## src/verilog/lsq_pkg.sv

```systemverilog
package lsq_pkg;

    // rob tag of an instruction
    // also names the producer of an address or a store value
    typedef logic [4:0] rob_tag_t;

    // one data word
    typedef logic [31:0] word_t;

    // byte address, low two bits are not used
    typedef logic [31:0] addr_t;

    // cache transaction tag
    // zero means no transaction, 1..3 are live slots
    typedef logic [1:0] txn_tag_t;

    // number of live transaction slots
    localparam int NUM_TXN = 3;

    // cache command encoding
    typedef logic [1:0] bus_cmd_t;

    localparam bus_cmd_t bus_none  = 2'd0;
    localparam bus_cmd_t bus_load  = 2'd1;
    localparam bus_cmd_t bus_store = 2'd2;

    // miss slot state machine
    typedef enum logic {
        slot_idle,
        slot_wait
    } slot_state_t;

    // backing memory word i holds i plus this offset out of power up
    localparam word_t MEM_INIT_OFFSET = 32'h1000_0000;

endpackage
```

## src/verilog/load_tracker.sv

```systemverilog
module load_tracker
    import lsq_pkg::*;
(
    input  logic     clk,
    input  logic     reset,
    // load accepted by the cache
    input  logic     issue_valid,
    input  txn_tag_t issue_txn,
    input  rob_tag_t issue_rob_tag,
    // cache response
    input  logic     resp_valid,
    input  txn_tag_t resp_txn,
    input  word_t    resp_data,
    // result broadcast
    output logic     cdb_valid,
    output rob_tag_t cdb_tag,
    output word_t    cdb_value
);

    // one entry per live transaction tag
    logic     slot_busy    [1:NUM_TXN];
    rob_tag_t slot_rob_tag [1:NUM_TXN];

    logic resp_known;

    // only responses for a tracked load go out on the cdb
    assign resp_known = resp_valid && (resp_txn != '0) && slot_busy[resp_txn];

    always_ff @(posedge clk or posedge reset) begin
        if (reset) begin
            cdb_valid <= 1'b0;
            for (int s = 1; s <= NUM_TXN; s++) begin
                slot_busy[s] <= 1'b0;
            end
        end else begin
            cdb_valid <= resp_known;
            if (resp_known) begin
                slot_busy[resp_txn] <= 1'b0;
            end
            // a slot freed and reused in the same cycle stays busy
            if (issue_valid) begin
                slot_busy[issue_txn] <= 1'b1;
            end
        end
    end

    always_ff @(posedge clk) begin
        if (resp_known) begin
            cdb_tag   <= slot_rob_tag[resp_txn];
            cdb_value <= resp_data;
        end
        if (issue_valid) begin
            slot_rob_tag[issue_txn] <= issue_rob_tag;
        end
    end

endmodule

```

## config.mk

```make
export PLATFORM = sky130hd
export DESIGN_NAME = load_tracker
export DESIGN_NICKNAME = d
export VERILOG_FILES = /design/src/verilog/lsq_pkg.sv /design/src/verilog/load_tracker.sv
export SDC_FILE = /design/constraint.sdc
export NUM_CORES = 1
export LEC_CHECK = 0
export BUFFER_PORTS_ARGS = -buffer_cell sky130_fd_sc_hd__buf_2
export CORE_MARGIN = 2
export CORE_UTILIZATION = 41
export DETAILED_ROUTE_END_ITERATION = 6
export GPL_TIMING_DRIVEN = 0
export HOLD_SLACK_MARGIN = 0.05
export PLACE_DENSITY = 0.74
export SLEW_MARGIN = 20
export SYNTH_ARGS = -nofsm -noshare
export SYNTH_HDL_FRONTEND = slang
export SYNTH_SLANG_ARGS = --single-unit
```

## constraint.sdc

```tcl
create_clock -name clk -period 2.3 [get_ports clk]
set_input_delay 0.115 -clock clk [delete_from_list [all_inputs] [get_ports clk]]
set_output_delay 0.115 -clock clk [all_outputs]
set_load 0.01 [all_outputs]
```

==> summary.md <==
| Metric | Value |
|---|---|
| Status | finished clean |
| Detail Route Antenna Nets | 0 |
| Pwr Density | 678.8 mW/mm^2 |
| Final-stage net count | 264 |
| Pin count of the biggest net entering global routing | 19 |
| Vias post-DR | 1,304 |
| DR vias/cell | 4.794 |
| DR DRC count | 0 |
| Distinct cells, synth | 14 |
| Highest-count cells in the layout ignoring fill and taps | buf_2, edfxtp_1, dlygate4sd3_1 |
| Vias in the first global route | 1,351 |
| Setup violations, final | 0 |
| Final setup TNS | 0 ps |
| CTS H-tree depth | 2 |
| Seq/Total Area, Yosys | 88.42% |
| Post-Syn Nets | 134 |
| Root buffer cell | clkbuf_8 |
| Commonest non-fill, non-tap cell in the layout | buf_2 |
| GRT overflow | 0 |
| Int Power | about 1500 uW |
| GR peak layer | met2 |
| Layout cells sized above 1 | 42.27% |
| Minimum clock period | around 1700 ps |
| Worst Path Arrival | around 1700 ps |
| Initial antenna violation count | 0 |
| YS warnings | 0 |
| Clock sinks | 56 |
| Peak supply drop | slightly above 400 uV |
| Final cell count without fillers | roughly 270 |
| Row count | 24 |
| Leakage | 0.001177 uW |
| CP Data Required Time | 2300 ps |
| Logic pwr share | between 10% and 20% |
| Total die area | 0.005141 mm^2 |
| Placer Congestion | 0.7905 |
| Critical-path top delay cell | a211oi_4 |
| Maxcap violations | 0 |
| FF+latch count, synth | 56 |
| Chip height | 71.70 um |
| DR WL/cell | 15.57 um |
| Seq pwr share | between 60% and 70% |
| Met3 GRT Util | about 4% |
| Layout Area Growth over Synthesis | 52.80% |
| Fill cells | 302 |
| Core Area | about 0.0044 mm^2 |
| Hold Path Class | in -> reg |
| Die Wd | 71.70 um |
| IO buf count | 81 |
| Met2 usage | around 32% |
| DRT Wirelength | about 4200 um |
| Iter 0 DRT Violations | 112 |
| WS Path Type | reg -> reg |
| RSZ-0062 raised after global routing | false |
| First-pass GRT wire length | approximately 6400 um |
| DP Cell Count | between 200 and 250 |
| Clock Power Share | 25.6% |
| Clk Latency, worst-skew pair | just under 300 ps |
| Slew Limit Headroom | between 60% and 70% |
| Drt pass-1 iters | 4 |
| CTS buffer count | 5 |
| Worst slew pin tran | between 500 and 600 ps |
| Buffer count from post-CTS setup fixing | 0 |
| Cell count after synthesis | 89 |
| CTS tree | yes |
| Initial Util | a little over two fifths |
| Final period util | 73.94% |
| IO Count | 83 |
| CTS clk-pin slew, worst paths | 90 ps |
| Net Sw Frac | 21.67% |
| Total track usage | between 15 and 20% |
| Sw Pwr | 422.3 uW |
| Worst path cell trace | mux2i_1 > a211oi_4 > buf_8 > buf_6 |
| Fmax | between 500 and 600 MHz |
| Startpoint types | flip-flop |
| Cell area after synthesis | around 0.0019 mm^2 |
| Antenna Cells | 0 |
| Worst setup EP type | flip-flop |
| Final hold vios | 0 |
| Max stage delay on crit path | 480 ps |
| Worst Path Max Fanout | 18 |
| Fin Clk Skew | 4.152 ps |
| WHS | 116.0 ps |
| Post-synthesis area per instance | 21.12 um^2 |
| GR Util met1 | 17.50% |
| Dpl hpwl | 2638 um |
| Max clock buf depth | 2 |
| Final Max Tran Viols | 0 |
| Final core occ | 65.50% |
area by class of cell:
| cell class | count | area, um^2 | share of cell area [%] |
|---|---|---|---|
| flip-flops and latches | 56 | 1662 | 57.86 |
| repair buffers | 123 | 832.0 | 28.98 |
| multi-input cells | 29 | 195.2 | 6.797 |
| clock buffers | 5 | 68.82 | 2.397 |
| well taps | 52 | 65.06 | 2.266 |
| plain buffers | 2 | 22.52 | 0.7843 |
| clock inverters | 3 | 18.77 | 0.6536 |
| inverters | 2 | 7.507 | 0.2614 |
cells in the mapped netlist:
cell type	number	area, um^2
o2bb2ai_1	2	17.52
inv_1	2	7.510
dfrtp_1	4	100.1
mux2i_1	6	60.06
nand3b_1	2	15.01
a211oi_2	1	12.51
edfxtp_1	52	1562
a21o_1	1	7.510
buf_6	2	22.52
and3_1	1	6.260
nor2_1	7	26.28
a21oi_1	6	30.03
nand3_1	1	5.000
nand2_1	2	7.510
power by group through the flow:
stage,combinational (uW),clock (uW),sequential [uW]
5_1_grt,260,553,1220
6_report,240,500,1210
3_3_place_gp,170,0,1230
3_5_place_dp,186,0,1230
4_1_cts,239,513,1210
2_1_floorplan,57.6,0,1250
state kept, by name, indices dropped and copies added (netlist names):
signal and cells:
slot_busy 3, slot_rob_tag 15, cdb_tag 5, cdb_value 32, cdb_valid 1
path summary, 6_finish.rpt:
check	startpoint	end	slack (ps)	cells past startpoint
worst max-delay path	slot_busy[0]$_DFF_PP0_	cdb_value[22]$_DFFE_PN_	600	4
worst min-delay path	issue_valid	slot_busy[1]$_DFF_PP0_	120	3
worst max register to register	slot_busy[0]$_DFF_PP0_	cdb_value[22]$_DFFE_PN_	600	4
worst min register to register	slot_busy[0]$_DFF_PP0_	slot_busy[0]$_DFF_PP0_	490	1
max in group asynchronous	reset	slot_busy[2]$_DFF_PP0_	1910	3
min in group asynchronous	reset	cdb_valid$_DFF_PP0_	240	3
critical path: cells and delay by family, from the launching register on:
family,cells,cell delay [ps]
buffers and inverters,2,440
AOI/OAI and AO/OA,1,480
muxes,1,120
DFF,1,360
layer usage:
layer  wire, um  share of wire (%)  vias up
met2       2267                 54       95
met3        405                9.6       10
met4         46                1.1        0
met1       1516                 36      600
li1           -                  -      599
met5          0                  0        -
logic make-up after synthesis:
logic type      after synthesis  share of synthesized area [%]
compound gates               10                          3.595
buf+inv                       4                          1.598
flops                        56                          88.42
mux                           6                          3.196
simple gates                 13                          3.196
timing repair:
action	in CTS	in global routing
setup endpoints to repair	0	0
resized for setup	0	0
hold buffers	40	0
hold endpoints to repair	53	0
metrics by stage:
step	instance area, um^2	setup WS, ps	total power (uW)
after floorplan	1887	372.3	1312
after global placement	2357	89.47	1401
after detailed placement	2384	579.5	1418
after CTS	2872	565.8	1961
after global routing	2872	501.7	2028
final	2872	599.3	1949
No activity file was read; power rests on OpenSTA's default activity.
