$ cat config.mk
export PLATFORM = sky130hd
export DESIGN_NAME = lsq
export DESIGN_NICKNAME = d
export VERILOG_FILES = /design/src/verilog/lsq_pkg.sv /design/src/verilog/lsq.sv
export SDC_FILE = /design/constraint.sdc
export NUM_CORES = 1
export LEC_CHECK = 0
export ABC_CLOCK_PERIOD_IN_PS = 3600
export BUFFER_PORTS_ARGS = -buffer_cell sky130_fd_sc_hd__buf_2
export CAP_MARGIN = 20
export CELL_PAD_IN_SITES_DETAIL_PLACEMENT = 2
export CELL_PAD_IN_SITES_GLOBAL_PLACEMENT = 2
export CORE_ASPECT_RATIO = 2
export CORE_MARGIN = 2
export CORE_UTILIZATION = 45
export DETAILED_ROUTE_END_ITERATION = 8
export PLACE_DENSITY_LB_ADDON = 0.1
export SYNTH_ARGS = -nofsm -noshare
export SYNTH_HDL_FRONTEND = slang
export SYNTH_SLANG_ARGS = --single-unit
$ cat constraint.sdc
create_clock -name clk -period 3.6 [get_ports clk]
set_input_delay 0 -clock clk [delete_from_list [all_inputs] [get_ports clk]]
set_output_delay 0 -clock clk [all_outputs]
set_load 0.01 [all_outputs]
$ cat src/verilog/lsq_pkg.sv
package lsq_pkg;

    // rob tag of an instruction
    // also names the producer of an address or a store value
    typedef logic [4:0] rob_tag_t;

    // one data word
    typedef logic [31:0] word_t;

    // byte address, low two bits are not used
    typedef logic [31:0] addr_t;

    // cache transaction tag
    // zero means no transaction, 1..3 are live slots
    typedef logic [1:0] txn_tag_t;

    // number of live transaction slots
    localparam int NUM_TXN = 3;

    // cache command encoding
    typedef logic [1:0] bus_cmd_t;

    localparam bus_cmd_t bus_none  = 2'd0;
    localparam bus_cmd_t bus_load  = 2'd1;
    localparam bus_cmd_t bus_store = 2'd2;

    // miss slot state machine
    typedef enum logic {
        slot_idle,
        slot_wait
    } slot_state_t;

    // backing memory word i holds i plus this offset out of power up
    localparam word_t MEM_INIT_OFFSET = 32'h1000_0000;

endpackage
$ cat src/verilog/lsq.sv
module lsq
    import lsq_pkg::*;
#(
    parameter int LSQ_SIZE = 8
) (
    input  logic     clk,
    input  logic     reset,
    // dispatch
    input  logic     dispatch_valid,
    input  logic     dispatch_is_store,
    input  rob_tag_t dispatch_rob_tag,
    input  rob_tag_t dispatch_data_tag,
    input  logic     dispatch_data_valid,
    input  word_t    dispatch_data,
    // private address channel
    input  logic     addr_valid,
    input  rob_tag_t addr_tag,
    input  addr_t    addr,
    // common data bus
    input  logic     cdb_in_valid,
    input  rob_tag_t cdb_in_tag,
    input  word_t    cdb_in_value,
    // retire
    input  logic     retire_valid,
    input  rob_tag_t retire_tag,
    // data cache
    input  txn_tag_t dcache_accept_tag,
    output bus_cmd_t dcache_cmd,
    output addr_t    dcache_addr,
    output word_t    dcache_wdata,
    // load tracker
    output logic     issue_valid,
    output txn_tag_t issue_txn,
    output rob_tag_t issue_rob_tag,
    // rob and dispatch status
    output logic     store_ready,
    output rob_tag_t store_ready_tag,
    output logic     stall_dispatch
);

    localparam int PTR_W = (LSQ_SIZE > 2) ? $clog2(LSQ_SIZE) : 1;

    typedef logic [PTR_W-1:0] ptr_t;

    // per entry control bits
    logic     ent_valid      [LSQ_SIZE];
    logic     ent_addr_valid [LSQ_SIZE];
    logic     ent_data_valid [LSQ_SIZE];
    logic     ent_retired    [LSQ_SIZE];
    // per entry payload
    logic     ent_is_store   [LSQ_SIZE];
    rob_tag_t ent_rob_tag    [LSQ_SIZE];
    addr_t    ent_addr       [LSQ_SIZE];
    rob_tag_t ent_data_tag   [LSQ_SIZE];
    word_t    ent_data       [LSQ_SIZE];

    // associative match results
    logic addr_hit   [LSQ_SIZE];
    logic data_hit   [LSQ_SIZE];
    logic retire_hit [LSQ_SIZE];

    ptr_t head_ptr;
    ptr_t tail_ptr;
    ptr_t head_next;
    ptr_t tail_next;
    logic push;
    logic pop;
    logic head_ready;
    logic take_addr;
    logic take_cdb;

    // circular increment, depth need not be a power of two
    function automatic ptr_t ptr_inc(ptr_t p);
        return (int'(p) == LSQ_SIZE - 1) ? '0 : p + 1'b1;
    endfunction

    assign head_next = ptr_inc(head_ptr);
    assign tail_next = ptr_inc(tail_ptr);

    // one slot is kept empty so head == tail means empty
    assign stall_dispatch = (tail_next == head_ptr);
    assign push = dispatch_valid && !stall_dispatch;

    // address or cdb value arriving in the dispatch cycle is caught at the tail
    assign take_addr = addr_valid && (addr_tag == dispatch_rob_tag);
    assign take_cdb  = dispatch_is_store && !dispatch_data_valid && cdb_in_valid
                       && (cdb_in_tag == dispatch_data_tag);

    always_comb begin
        for (int i = 0; i < LSQ_SIZE; i++) begin
            addr_hit[i]   = addr_valid && ent_valid[i] && !ent_addr_valid[i]
                            && (ent_rob_tag[i] == addr_tag);
            data_hit[i]   = cdb_in_valid && ent_valid[i] && ent_is_store[i]
                            && !ent_data_valid[i] && (ent_data_tag[i] == cdb_in_tag);
            retire_hit[i] = retire_valid && ent_valid[i] && ent_is_store[i]
                            && (ent_rob_tag[i] == retire_tag);
        end
    end

    // head may go to the cache
    // a store also needs its data and retirement
    assign head_ready = ent_valid[head_ptr] && ent_addr_valid[head_ptr]
                        && (!ent_is_store[head_ptr]
                            || (ent_data_valid[head_ptr] && ent_retired[head_ptr]));

    // store at head is only waiting for the rob
    assign store_ready = ent_valid[head_ptr] && ent_is_store[head_ptr]
                         && ent_addr_valid[head_ptr] && ent_data_valid[head_ptr]
                         && !ent_retired[head_ptr];
    assign store_ready_tag = ent_rob_tag[head_ptr];

    // command held until the cache hands back a nonzero tag
    assign dcache_cmd   = !head_ready ? bus_none
                          : (ent_is_store[head_ptr] ? bus_store : bus_load);
    assign dcache_addr  = ent_addr[head_ptr];
    assign dcache_wdata = ent_data[head_ptr];

    assign pop = head_ready && (dcache_accept_tag != '0);

    // accepted loads are handed to the tracker
    assign issue_valid   = pop && !ent_is_store[head_ptr];
    assign issue_txn     = dcache_accept_tag;
    assign issue_rob_tag = ent_rob_tag[head_ptr];

    always_ff @(posedge clk or posedge reset) begin
        if (reset) begin
            head_ptr <= '0;
            tail_ptr <= '0;
            for (int i = 0; i < LSQ_SIZE; i++) begin
                ent_valid[i]      <= 1'b0;
                ent_addr_valid[i] <= 1'b0;
                ent_data_valid[i] <= 1'b0;
                ent_retired[i]    <= 1'b0;
            end
        end else begin
            for (int i = 0; i < LSQ_SIZE; i++) begin
                if (addr_hit[i]) begin
                    ent_addr_valid[i] <= 1'b1;
                end
                if (data_hit[i]) begin
                    ent_data_valid[i] <= 1'b1;
                end
                if (retire_hit[i]) begin
                    ent_retired[i] <= 1'b1;
                end
            end
            if (push) begin
                ent_valid[tail_ptr]      <= 1'b1;
                ent_addr_valid[tail_ptr] <= take_addr;
                ent_data_valid[tail_ptr] <= dispatch_data_valid || take_cdb;
                ent_retired[tail_ptr]    <= 1'b0;
                tail_ptr                 <= tail_next;
            end
            // popped entry is cleared, this wins over a late retire match
            if (pop) begin
                ent_valid[head_ptr]      <= 1'b0;
                ent_addr_valid[head_ptr] <= 1'b0;
                ent_data_valid[head_ptr] <= 1'b0;
                ent_retired[head_ptr]    <= 1'b0;
                head_ptr                 <= head_next;
            end
        end
    end

    always_ff @(posedge clk) begin
        for (int i = 0; i < LSQ_SIZE; i++) begin
            if (addr_hit[i]) begin
                ent_addr[i] <= addr;
            end
            if (data_hit[i]) begin
                ent_data[i] <= cdb_in_value;
            end
        end
        if (push) begin
            ent_is_store[tail_ptr] <= dispatch_is_store;
            ent_rob_tag[tail_ptr]  <= dispatch_rob_tag;
            ent_data_tag[tail_ptr] <= dispatch_data_tag;
            ent_addr[tail_ptr]     <= addr;
            ent_data[tail_ptr]     <= take_cdb ? cdb_in_value : dispatch_data;
        end
    end

endmodule

==> flow_metrics.py, run 1 <==
metrics = {
    "outcome": {
        "status": "completed",
    },
    "die": {
        "fp-row-count": 130,
        "io-pin-count": 212,
        "design.core.area_um2": 62620,
        "die_height_um": 359.1,
        "starting_density_of_the_core_pct": 45.30,
        "die_area_um2": 65190,
        "die-width_um": 181.5,
    },
    "pwr": {
        "power.static_leakage_nw": 11.86,
        "powerDensity_nw_per_um2": 766.7,
        "worst_ir_drop_vdd_uv": 526.9,
        "total_power_w": 0.02616,
    },
    "sta": {
        "finalClockSkew_ns": 0.02475,
        "report.final.setup_viol": 0,
        "hold_viol_final": 0,
        "slew_viol_final": 0,
        "timing.max_slew.rel_slack_pct": 43.93,
        "period_needed_ns": 3.461,
        "finalSetupTns_ns": 0,
        "max_clock_freq_mhz": 289.0,
        "grt_setup_unrepaired": "false",
        "worst_pin_slew_ns": 0.8333,
        "timing.hold.ws_ns": 0.05922,
        "post-route-period-util_pct": 96.13,
    },
    "yosys": {
        "synth_top_family_by_area": "multiplexers",
        "synthXorXnorAreaFrac_pct": 4.163,
        "syn_area_per_cell_um2": 15.98,
        "syn-num-nets": 1910,
        "synth-edff-count": 600,
        "number_of_instances_in_the_synthesized_netlist": 1775,
        "ys_seq_elements": 638,
        "ys_top_cells_by_count": "sky130_fd_sc_hd__edfxtp_1 (600), sky130_fd_sc_hd__a22oi_1 (277), sky130_fd_sc_hd__mux2_2 (168), sky130_fd_sc_hd__mux2_4 (90)",
        "synth_sequential_area_ratio_pct": 66.86,
        "synthDominantCellAreaShare_pct": 63.51,
        "post-synth-top-count-cell": "sky130_fd_sc_hd__edfxtp_1",
        "netlist_area_um2": 28370,
        "synth_adder_area_share_pct": 0.1764,
        "synth-compound-area-share_pct": 9.010,
        "yosys.area_share.simple_pct": 4.688,
        "ys_top_cells_by_area": "sky130_fd_sc_hd__edfxtp_1 (64%), sky130_fd_sc_hd__a22oi_1 (7.3%), sky130_fd_sc_hd__mux2_2 (6.7%), sky130_fd_sc_hd__mux2_4 (4.8%), sky130_fd_sc_hd__dfrtp_1 (3.4%)",
        "yosys-mux-area-fraction_pct": 12.46,
        "dominantRegCellSynth": "sky130_fd_sc_hd__edfxtp_1",
        "synth_warnings": 0,
        "synth_async_sr_flop_share_pct": 5.956,
        "yosys.cell_types.count": 52,
        "post-synth-top-area-cell": "sky130_fd_sc_hd__edfxtp_1",
    },
    "final_layout": {
        "layout-area-overhead-vs-synth_pct": 20.29,
        "design.final.nets": 2278,
        "design_area_um2": 34130,
        "proportion_of_layout_cells_with_a_drive_suffix_above_1_pct": 31.14,
        "final_core_utilization_pct": 54.50,
    },
    "global_routing": {
        "gr-usage-all-layers_pct": 30.70,
        "global_route_overflow": 0,
        "grt_pass1_wl_mm": 145.7,
        "grt_pass1_vias": 21402,
        "initial_antenna_violation_count": 8,
        "grt_start_max_net_pins": 65,
    },
    "critical_path": {
        "worst_r2r_end": "ent_data[3][20]$_DFFE_PP_",
        "critical_path.reg2reg.startpoint": "tail_ptr[0]$_DFFE_PP0N_",
        "crit_path_start_kind": "flop",
        "critPathCaptureType": "flop",
        "critical_path_peak_fanout": 32,
        "r2r_setup_slack_ns": 0.14,
        "timing.reg2reg.worst_path_depth": 11,
        "worst_ep_arrival_time_ns": 3.83,
        "worst_setup_path_startpoint": "tail_ptr[0]$_DFFE_PP0N_",
        "setup.worst_path.class": "reg2reg",
        "worst-endpoint-required_ns": 3.97,
        "timing.critical_path.to": "ent_data[3][20]$_DFFE_PP_",
    },
    "clock_tree": {
        "clock_sink_count": 638,
        "cts_htree_levels": 2,
        "cts-buffers-inserted": 57,
        "cts_max_path_buffers": 3,
        "root_buffer": "sky130_fd_sc_hd__clkbuf_16",
        "clock_tree_from_tritoncts": "yes",
        "clk_pin_slew_worst_paths_ns": 0.07,
        "clk-insertion-delay-late_ns": 0.64,
    },
    "detailed_routing": {
        "final_antenna_net_count": 0,
        "finalWirelength_mm": 101.4,
        "first_iter_violations": 1385,
        "drt_first_pass_iters": 5,
        "route.vias.total": 18766,
        "post_drt_via_cell_ratio": 6.276,
        "drcViolationCount": 0,
        "average_detailed_routed_wire_length_per_instance_um": 33.90,
    },
    "placement": {
        "place_hpwl_mm": 60.85,
        "placement.cell_area_um2": 30750,
        "place_congestion": 0.8579,
        "port-buffer-count": 211,
    },
    "min_path": {
        "worst_hold_path_type": "in2async",
    },
    "job": {
        "max_cap_viol_count": 0,
    },
}
==> worst max-delay path, stage by stage (launching register included) <==
cell and delay (ns):
sky130_fd_sc_hd__dfrtp_2 0.49, sky130_fd_sc_hd__ha_1 0.24, sky130_fd_sc_hd__ha_1 0.27, sky130_fd_sc_hd__nor2b_1 0.24, sky130_fd_sc_hd__xor2_1 0.12, sky130_fd_sc_hd__o31a_1 0.33, sky130_fd_sc_hd__nand2_1 0.11, sky130_fd_sc_hd__inv_1 0.08
sky130_fd_sc_hd__nand2_2 0.09, sky130_fd_sc_hd__buf_12 0.26, sky130_fd_sc_hd__mux2_2 0.37, sky130_fd_sc_hd__dlygate4sd3_1 0.55
==> power breakdown <==
part           switching [W]  leakage, nW  internal [W]
clock                0.00284        0.914       0.00341
combinational        0.00607         5.05       0.00349
sequential          0.000676         5.90       0.00968
total                0.00958         11.9        0.0166
==> layout by cell type, fill, tap and decap left out, types with 25 or more instances in the layout <==
cell type / Yosys / layout
sky130_fd_sc_hd__edfxtp_1: 600 / 600
sky130_fd_sc_hd__a22oi_1: 277 / 277
sky130_fd_sc_hd__buf_2: 18 / 211
sky130_fd_sc_hd__mux2_2: 168 / 168
sky130_fd_sc_hd__dlygate4sd3_1: 0 / 139
sky130_fd_sc_hd__mux2_4: 90 / 90
sky130_fd_sc_hd__xor2_1: 79 / 79
sky130_fd_sc_hd__nand4_1: 79 / 79
sky130_fd_sc_hd__clkbuf_16: 0 / 59
sky130_fd_sc_hd__xnor2_1: 54 / 54
sky130_fd_sc_hd__buf_4: 11 / 53
sky130_fd_sc_hd__dfrtp_1: 38 / 37
sky130_fd_sc_hd__buf_12: 0 / 32
sky130_fd_sc_hd__nor2_1: 29 / 28
sky130_fd_sc_hd__nand3_1: 25 / 25
==> per-layer routing <==
| layer | track usage, % | wire length (µm) | up-vias |
|---|---|---|---|
| met5 | 0 | 29 | - |
| li1 | - | - | 7879 |
| met3 | 4.163 | 5170 | 233 |
| met2 | 57.49 | 54900 | 705 |
| met1 | 33.82 | 36380 | 9945 |
| met4 | 14.78 | 4887 | 4 |
==> sequential cells by signal, summed over array words and instances (netlist names) <==
register and count:
ent_addr 256, ent_addr_valid 8, ent_data 256, ent_data_tag 40, ent_data_valid 8, ent_is_store 8, ent_retired 8, ent_rob_tag 40
ent_valid 8, head_ptr 3, tail_ptr 3
==> worst min path at each step <==
stage / slack [ns] / startpoint / cells past startpoint / end
global route: 0.10 / reset / 4 / ent_addr_valid[3]$_DFF_PP0_
finish: 0.06 / reset / 4 / ent_addr_valid[3]$_DFF_PP0_
global placement: 0.18 / reset / 3 / ent_addr_valid[1]$_DFF_PP0_
detailed placement: 0.18 / reset / 3 / ent_addr_valid[3]$_DFF_PP0_
floorplan: 0.09 / dcache_accept_tag[0] / 1 / issue_txn[0]
CTS: 0.02 / retire_tag[1] / 5 / ent_retired[4]$_DFF_PP0_
==> metrics by stage <==
| step | instances | worst slack [ns] |
|---|---|---|
| after global routing | 2987 | 0.04178 |
| after global placement | 2722 | 0.5904 |
| final | 2990 | 0.1394 |
| after detailed placement | 2722 | 0.4188 |
| after floorplan | 1775 | 0.6175 |
| after CTS | 2967 | 0.02801 |
==> cell families (layout without fill, tap and decap cells) <==
group,after synthesis,in the layout
and+or+nand+nor,233,233
AOI/OAI and AO/OA,346,346
other,0,8
muxes,279,279
DFF,638,638
buffers and inverters,141,556
adders and majority gates,4,4
xor gates and xnor gates,134,134
==> cell type report <==
cell class	instances	area, µm²
Tap cell	792	991.0
Sequential cell	638	18970
Multi-Input combinational cell	996	8750
Fill cell	5560	28500
Clock inverter	28	239.0
Clock buffer	78	1608
Inverter	14	52.55
Timing Repair Buffer	436	3497
Antenna cell	8	20.02
==> timing repair <==
| action | 4_1_cts | 5_1_grt |
|---|---|---|
| gates resized for setup | 0 | 3 |
| endpoints found under the hold margin | 652 | 0 |
| setup buffers | 0 | 15 |
| endpoints found under the setup margin | 0 | 12 |
| hold buffers | 139 | 0 |
Power figures use the tool's default switching activity.
==> run 2: changes to the inputs <==
--- a/config.mk
+++ b/config.mk
@@ -8,13 +8,11 @@
 export ABC_CLOCK_PERIOD_IN_PS = 3600
 export BUFFER_PORTS_ARGS = -buffer_cell sky130_fd_sc_hd__buf_2
 export CAP_MARGIN = 20
-export CELL_PAD_IN_SITES_DETAIL_PLACEMENT = 2
-export CELL_PAD_IN_SITES_GLOBAL_PLACEMENT = 2
 export CORE_ASPECT_RATIO = 2
 export CORE_MARGIN = 2
-export CORE_UTILIZATION = 45
+export CORE_UTILIZATION = 57
 export DETAILED_ROUTE_END_ITERATION = 8
-export PLACE_DENSITY_LB_ADDON = 0.1
+export PLACE_DENSITY = 0.76
 export SYNTH_ARGS = -nofsm -noshare
 export SYNTH_HDL_FRONTEND = slang
 export SYNTH_SLANG_ARGS = --single-unit
==> flow_metrics.py, run 2 (synthesis gave the netlist of run 1 again) <==
metrics = {
    "placement": {
        "placement.cell_area_um2": 30400,
        "place_congestion": 0.9498,
        "dpl.cell_count": 2562,
        "port-buffer-count": 211,
        "place_hpwl_mm": 48.17,
        "setup_slack_after_placement_ns": 0.5252,
    },
    "critical_path": {
        "crit_cells": 10,
        "crit_path_start_kind": "flop",
        "critPathCaptureType": "flop",
        "crit_top_cell": "sky130_fd_sc_hd__ha_1",
        "worst-endpoint-required_ns": 3.96,
        "timing.reg2reg.worst_path_depth": 10,
        "critical_path_peak_fanout": 9,
        "timing.critical_path.slowest_cell_delay_ns": 0.56,
        "cp_cell_sequence": "ha_1, ha_1, nor2b_1, xor2_1, o31ai_1, or2_2, inv_1, nand2_2, mux2_1, dlygate4sd3_1",
        "top_family_by_delay_on_critical_path": "simple AND/OR/NAND/NOR gates",
        "worstPathBufferInverterCount": 2,
        "setup.worst_path.class": "reg2reg",
        "timing.critical_path.slowest_stage_cell": "sky130_fd_sc_hd__dlygate4sd3_1",
        "worst_ep_arrival_time_ns": 3.86,
    },
    "sta": {
        "worst_pin_slew_ns": 0.9113,
        "post-route-period-util_pct": 97.30,
        "setup_ws_ns": 0.09721,
        "finalSetupTns_ns": 0,
        "grt_setup_unrepaired": "false",
        "finalClockSkew_ns": 0.01340,
        "slew_viol_final": 0,
        "period_needed_ns": 3.503,
        "report.final.setup_viol": 0,
        "timing.max_slew.rel_slack_pct": 38.68,
        "max_clock_freq_mhz": 285.5,
        "hold_viol_final": 0,
    },
    "die": {
        "starting_density_of_the_core_pct": 57.65,
        "die_height_um": 319.5,
        "fp-row-count": 115,
        "io-pin-count": 212,
        "die-width_um": 161.8,
        "design.core.area_um2": 49210,
        "die_area_um2": 51680,
    },
    "clock_tree": {
        "clk_pin_slew_worst_paths_ns": 0.07,
        "root_buffer": "sky130_fd_sc_hd__clkbuf_16",
        "clock_tree_from_tritoncts": "yes",
        "clock_sink_count": 638,
        "cts_max_path_buffers": 3,
        "cts_htree_levels": 2,
        "clk-insertion-delay-late_ns": 0.61,
        "cts-buffers-inserted": 52,
    },
    "final_layout": {
        "nFillCells": 3332,
        "design.final.nets": 2264,
        "layout_common_cells": "sky130_fd_sc_hd__edfxtp_1 (600), sky130_fd_sc_hd__a22oi_1 (277), sky130_fd_sc_hd__buf_2 (211)",
        "layout-area-overhead-vs-synth_pct": 18.62,
        "design_area_um2": 33650,
        "proportion_of_layout_cells_with_a_drive_suffix_above_1_pct": 30.40,
        "largest_regs": "ent_addr: 256 flops, ent_data: 256 flops",
        "most_common_library_cell_in_the_layout_ignoring_fill_and_taps": "sky130_fd_sc_hd__edfxtp_1",
        "instances_no_fill": 2816,
    },
    "detailed_routing": {
        "final_antenna_net_count": 0,
        "drcViolationCount": 0,
        "first_iter_violations": 1900,
        "average_detailed_routed_wire_length_per_instance_um": 29.34,
        "drt_first_pass_iters": 6,
        "post_drt_via_cell_ratio": 6.539,
        "route.vias.total": 18414,
        "finalWirelength_mm": 82.63,
    },
    "min_path": {
        "worst_hold_path_type": "in2reg",
        "holdPathStages": 5,
    },
    "global_routing": {
        "grt_pass1_wl_mm": 120.2,
        "grt_start_max_net_pins": 74,
        "initial_antenna_violation_count": 6,
        "grt_pass1_vias": 18978,
        "gr-usage-all-layers_pct": 31.76,
        "global_route_overflow": 0,
    },
    "outcome": {
        "status": "completed",
    },
    "job": {
        "max_cap_viol_count": 0,
    },
    "pwr": {
        "worst_ir_drop_vdd_uv": 569.8,
        "total_power_w": 0.02499,
        "powerDensity_nw_per_um2": 742.7,
        "power.static_leakage_nw": 11.71,
    },
}
-- run 2: cell type report --
cell class / instances / area [µm²] / area share, %
diodes: 5 / 12.51 / 0.03718
clock buffers: 61 / 1335 / 3.967
repair buffers: 427 / 3361 / 9.987
flip-flops and latches: 638 / 18970 / 56.37
multi-input cells: 996 / 8753 / 26.01
inverters: 14 / 52.55 / 0.1562
clock inverters: 32 / 365.4 / 1.086
well taps: 643 / 804.5 / 2.391
-- run 2: metal layers --
metal / routed length (µm) / track usage (%) / share of wire [%] / vias up
li1: - / - / - / 7834
met1: 29100 / 38.01 / 35 / 9234
met2: 41960 / 54.79 / 51 / 1090
met3: 6608 / 4.552 / 8.0 / 252
met4: 4938 / 18.11 / 6.0 / 4
met5: 23 / 0 / 0.028 / -
-- run 2: path summary, 6_finish.rpt --
check | from | end | slack [ns]
hold reg to reg | ent_retired[0]$_DFF_PP0_ | ent_retired[0]$_DFF_PP0_ | 0.58
max in group asynchronous | reset | ent_data_valid[7]$_DFF_PP0_ | 3.15
setup / recovery | tail_ptr[0]$_DFFE_PP0N_ | ent_data[7][5]$_DFFE_PP_ | 0.1
min in group asynchronous | reset | head_ptr[2]$_DFFE_PP0P_ | 0.07
hold / removal | cdb_in_valid | ent_data_valid[2]$_DFF_PP0_ | 0.06
setup reg to reg | tail_ptr[0]$_DFFE_PP0N_ | ent_data[7][5]$_DFFE_PP_ | 0.1
-- run 2: repair_timing --
| action | in CTS | in global routing |
|---|---|---|
| hold endpoints to repair | 649 | 0 |
| endpoints found under the setup margin | 0 | 11 |
| gates resized for setup | 0 | 2 |
| buffers inserted | 0 | 13 |
| hold buffers | 143 | 0 |
-- run 2: where the power goes --
group,internal (W),switching [W]
Sequential,0.00968,0.000646
Clock,0.00317,0.00258
Combinational,0.00337,0.00555
Total,0.0162,0.00878
-- run 2: per-stage QoR --
| stage | hold WS [ns] | util [%] |
|---|---|---|
| 2_1_floorplan | 0.09177 | - |
| 3_5_place_dp | 0.1615 | 61.78 |
| 6_report | 0.05801 | 68.39 |
| 4_1_cts | 0.02955 | 68.14 |
| 3_3_place_gp | 0.1787 | 61.78 |
| 5_1_grt | 0.07584 | 68.38 |
-- run 2: worst register-to-register path: cells and delay by family (launching register included) --
kind | cells | cell delay [ns]
AO/OA/AOI/OAI | 1 | 0.09
XOR/XNOR | 1 | 0.22
adder cells (fa/ha/maj) | 2 | 0.52
buffers and inverters | 2 | 0.69
flip-flops | 1 | 0.49
multiplexers | 1 | 0.39
AND/OR/NAND/NOR | 3 | 0.85
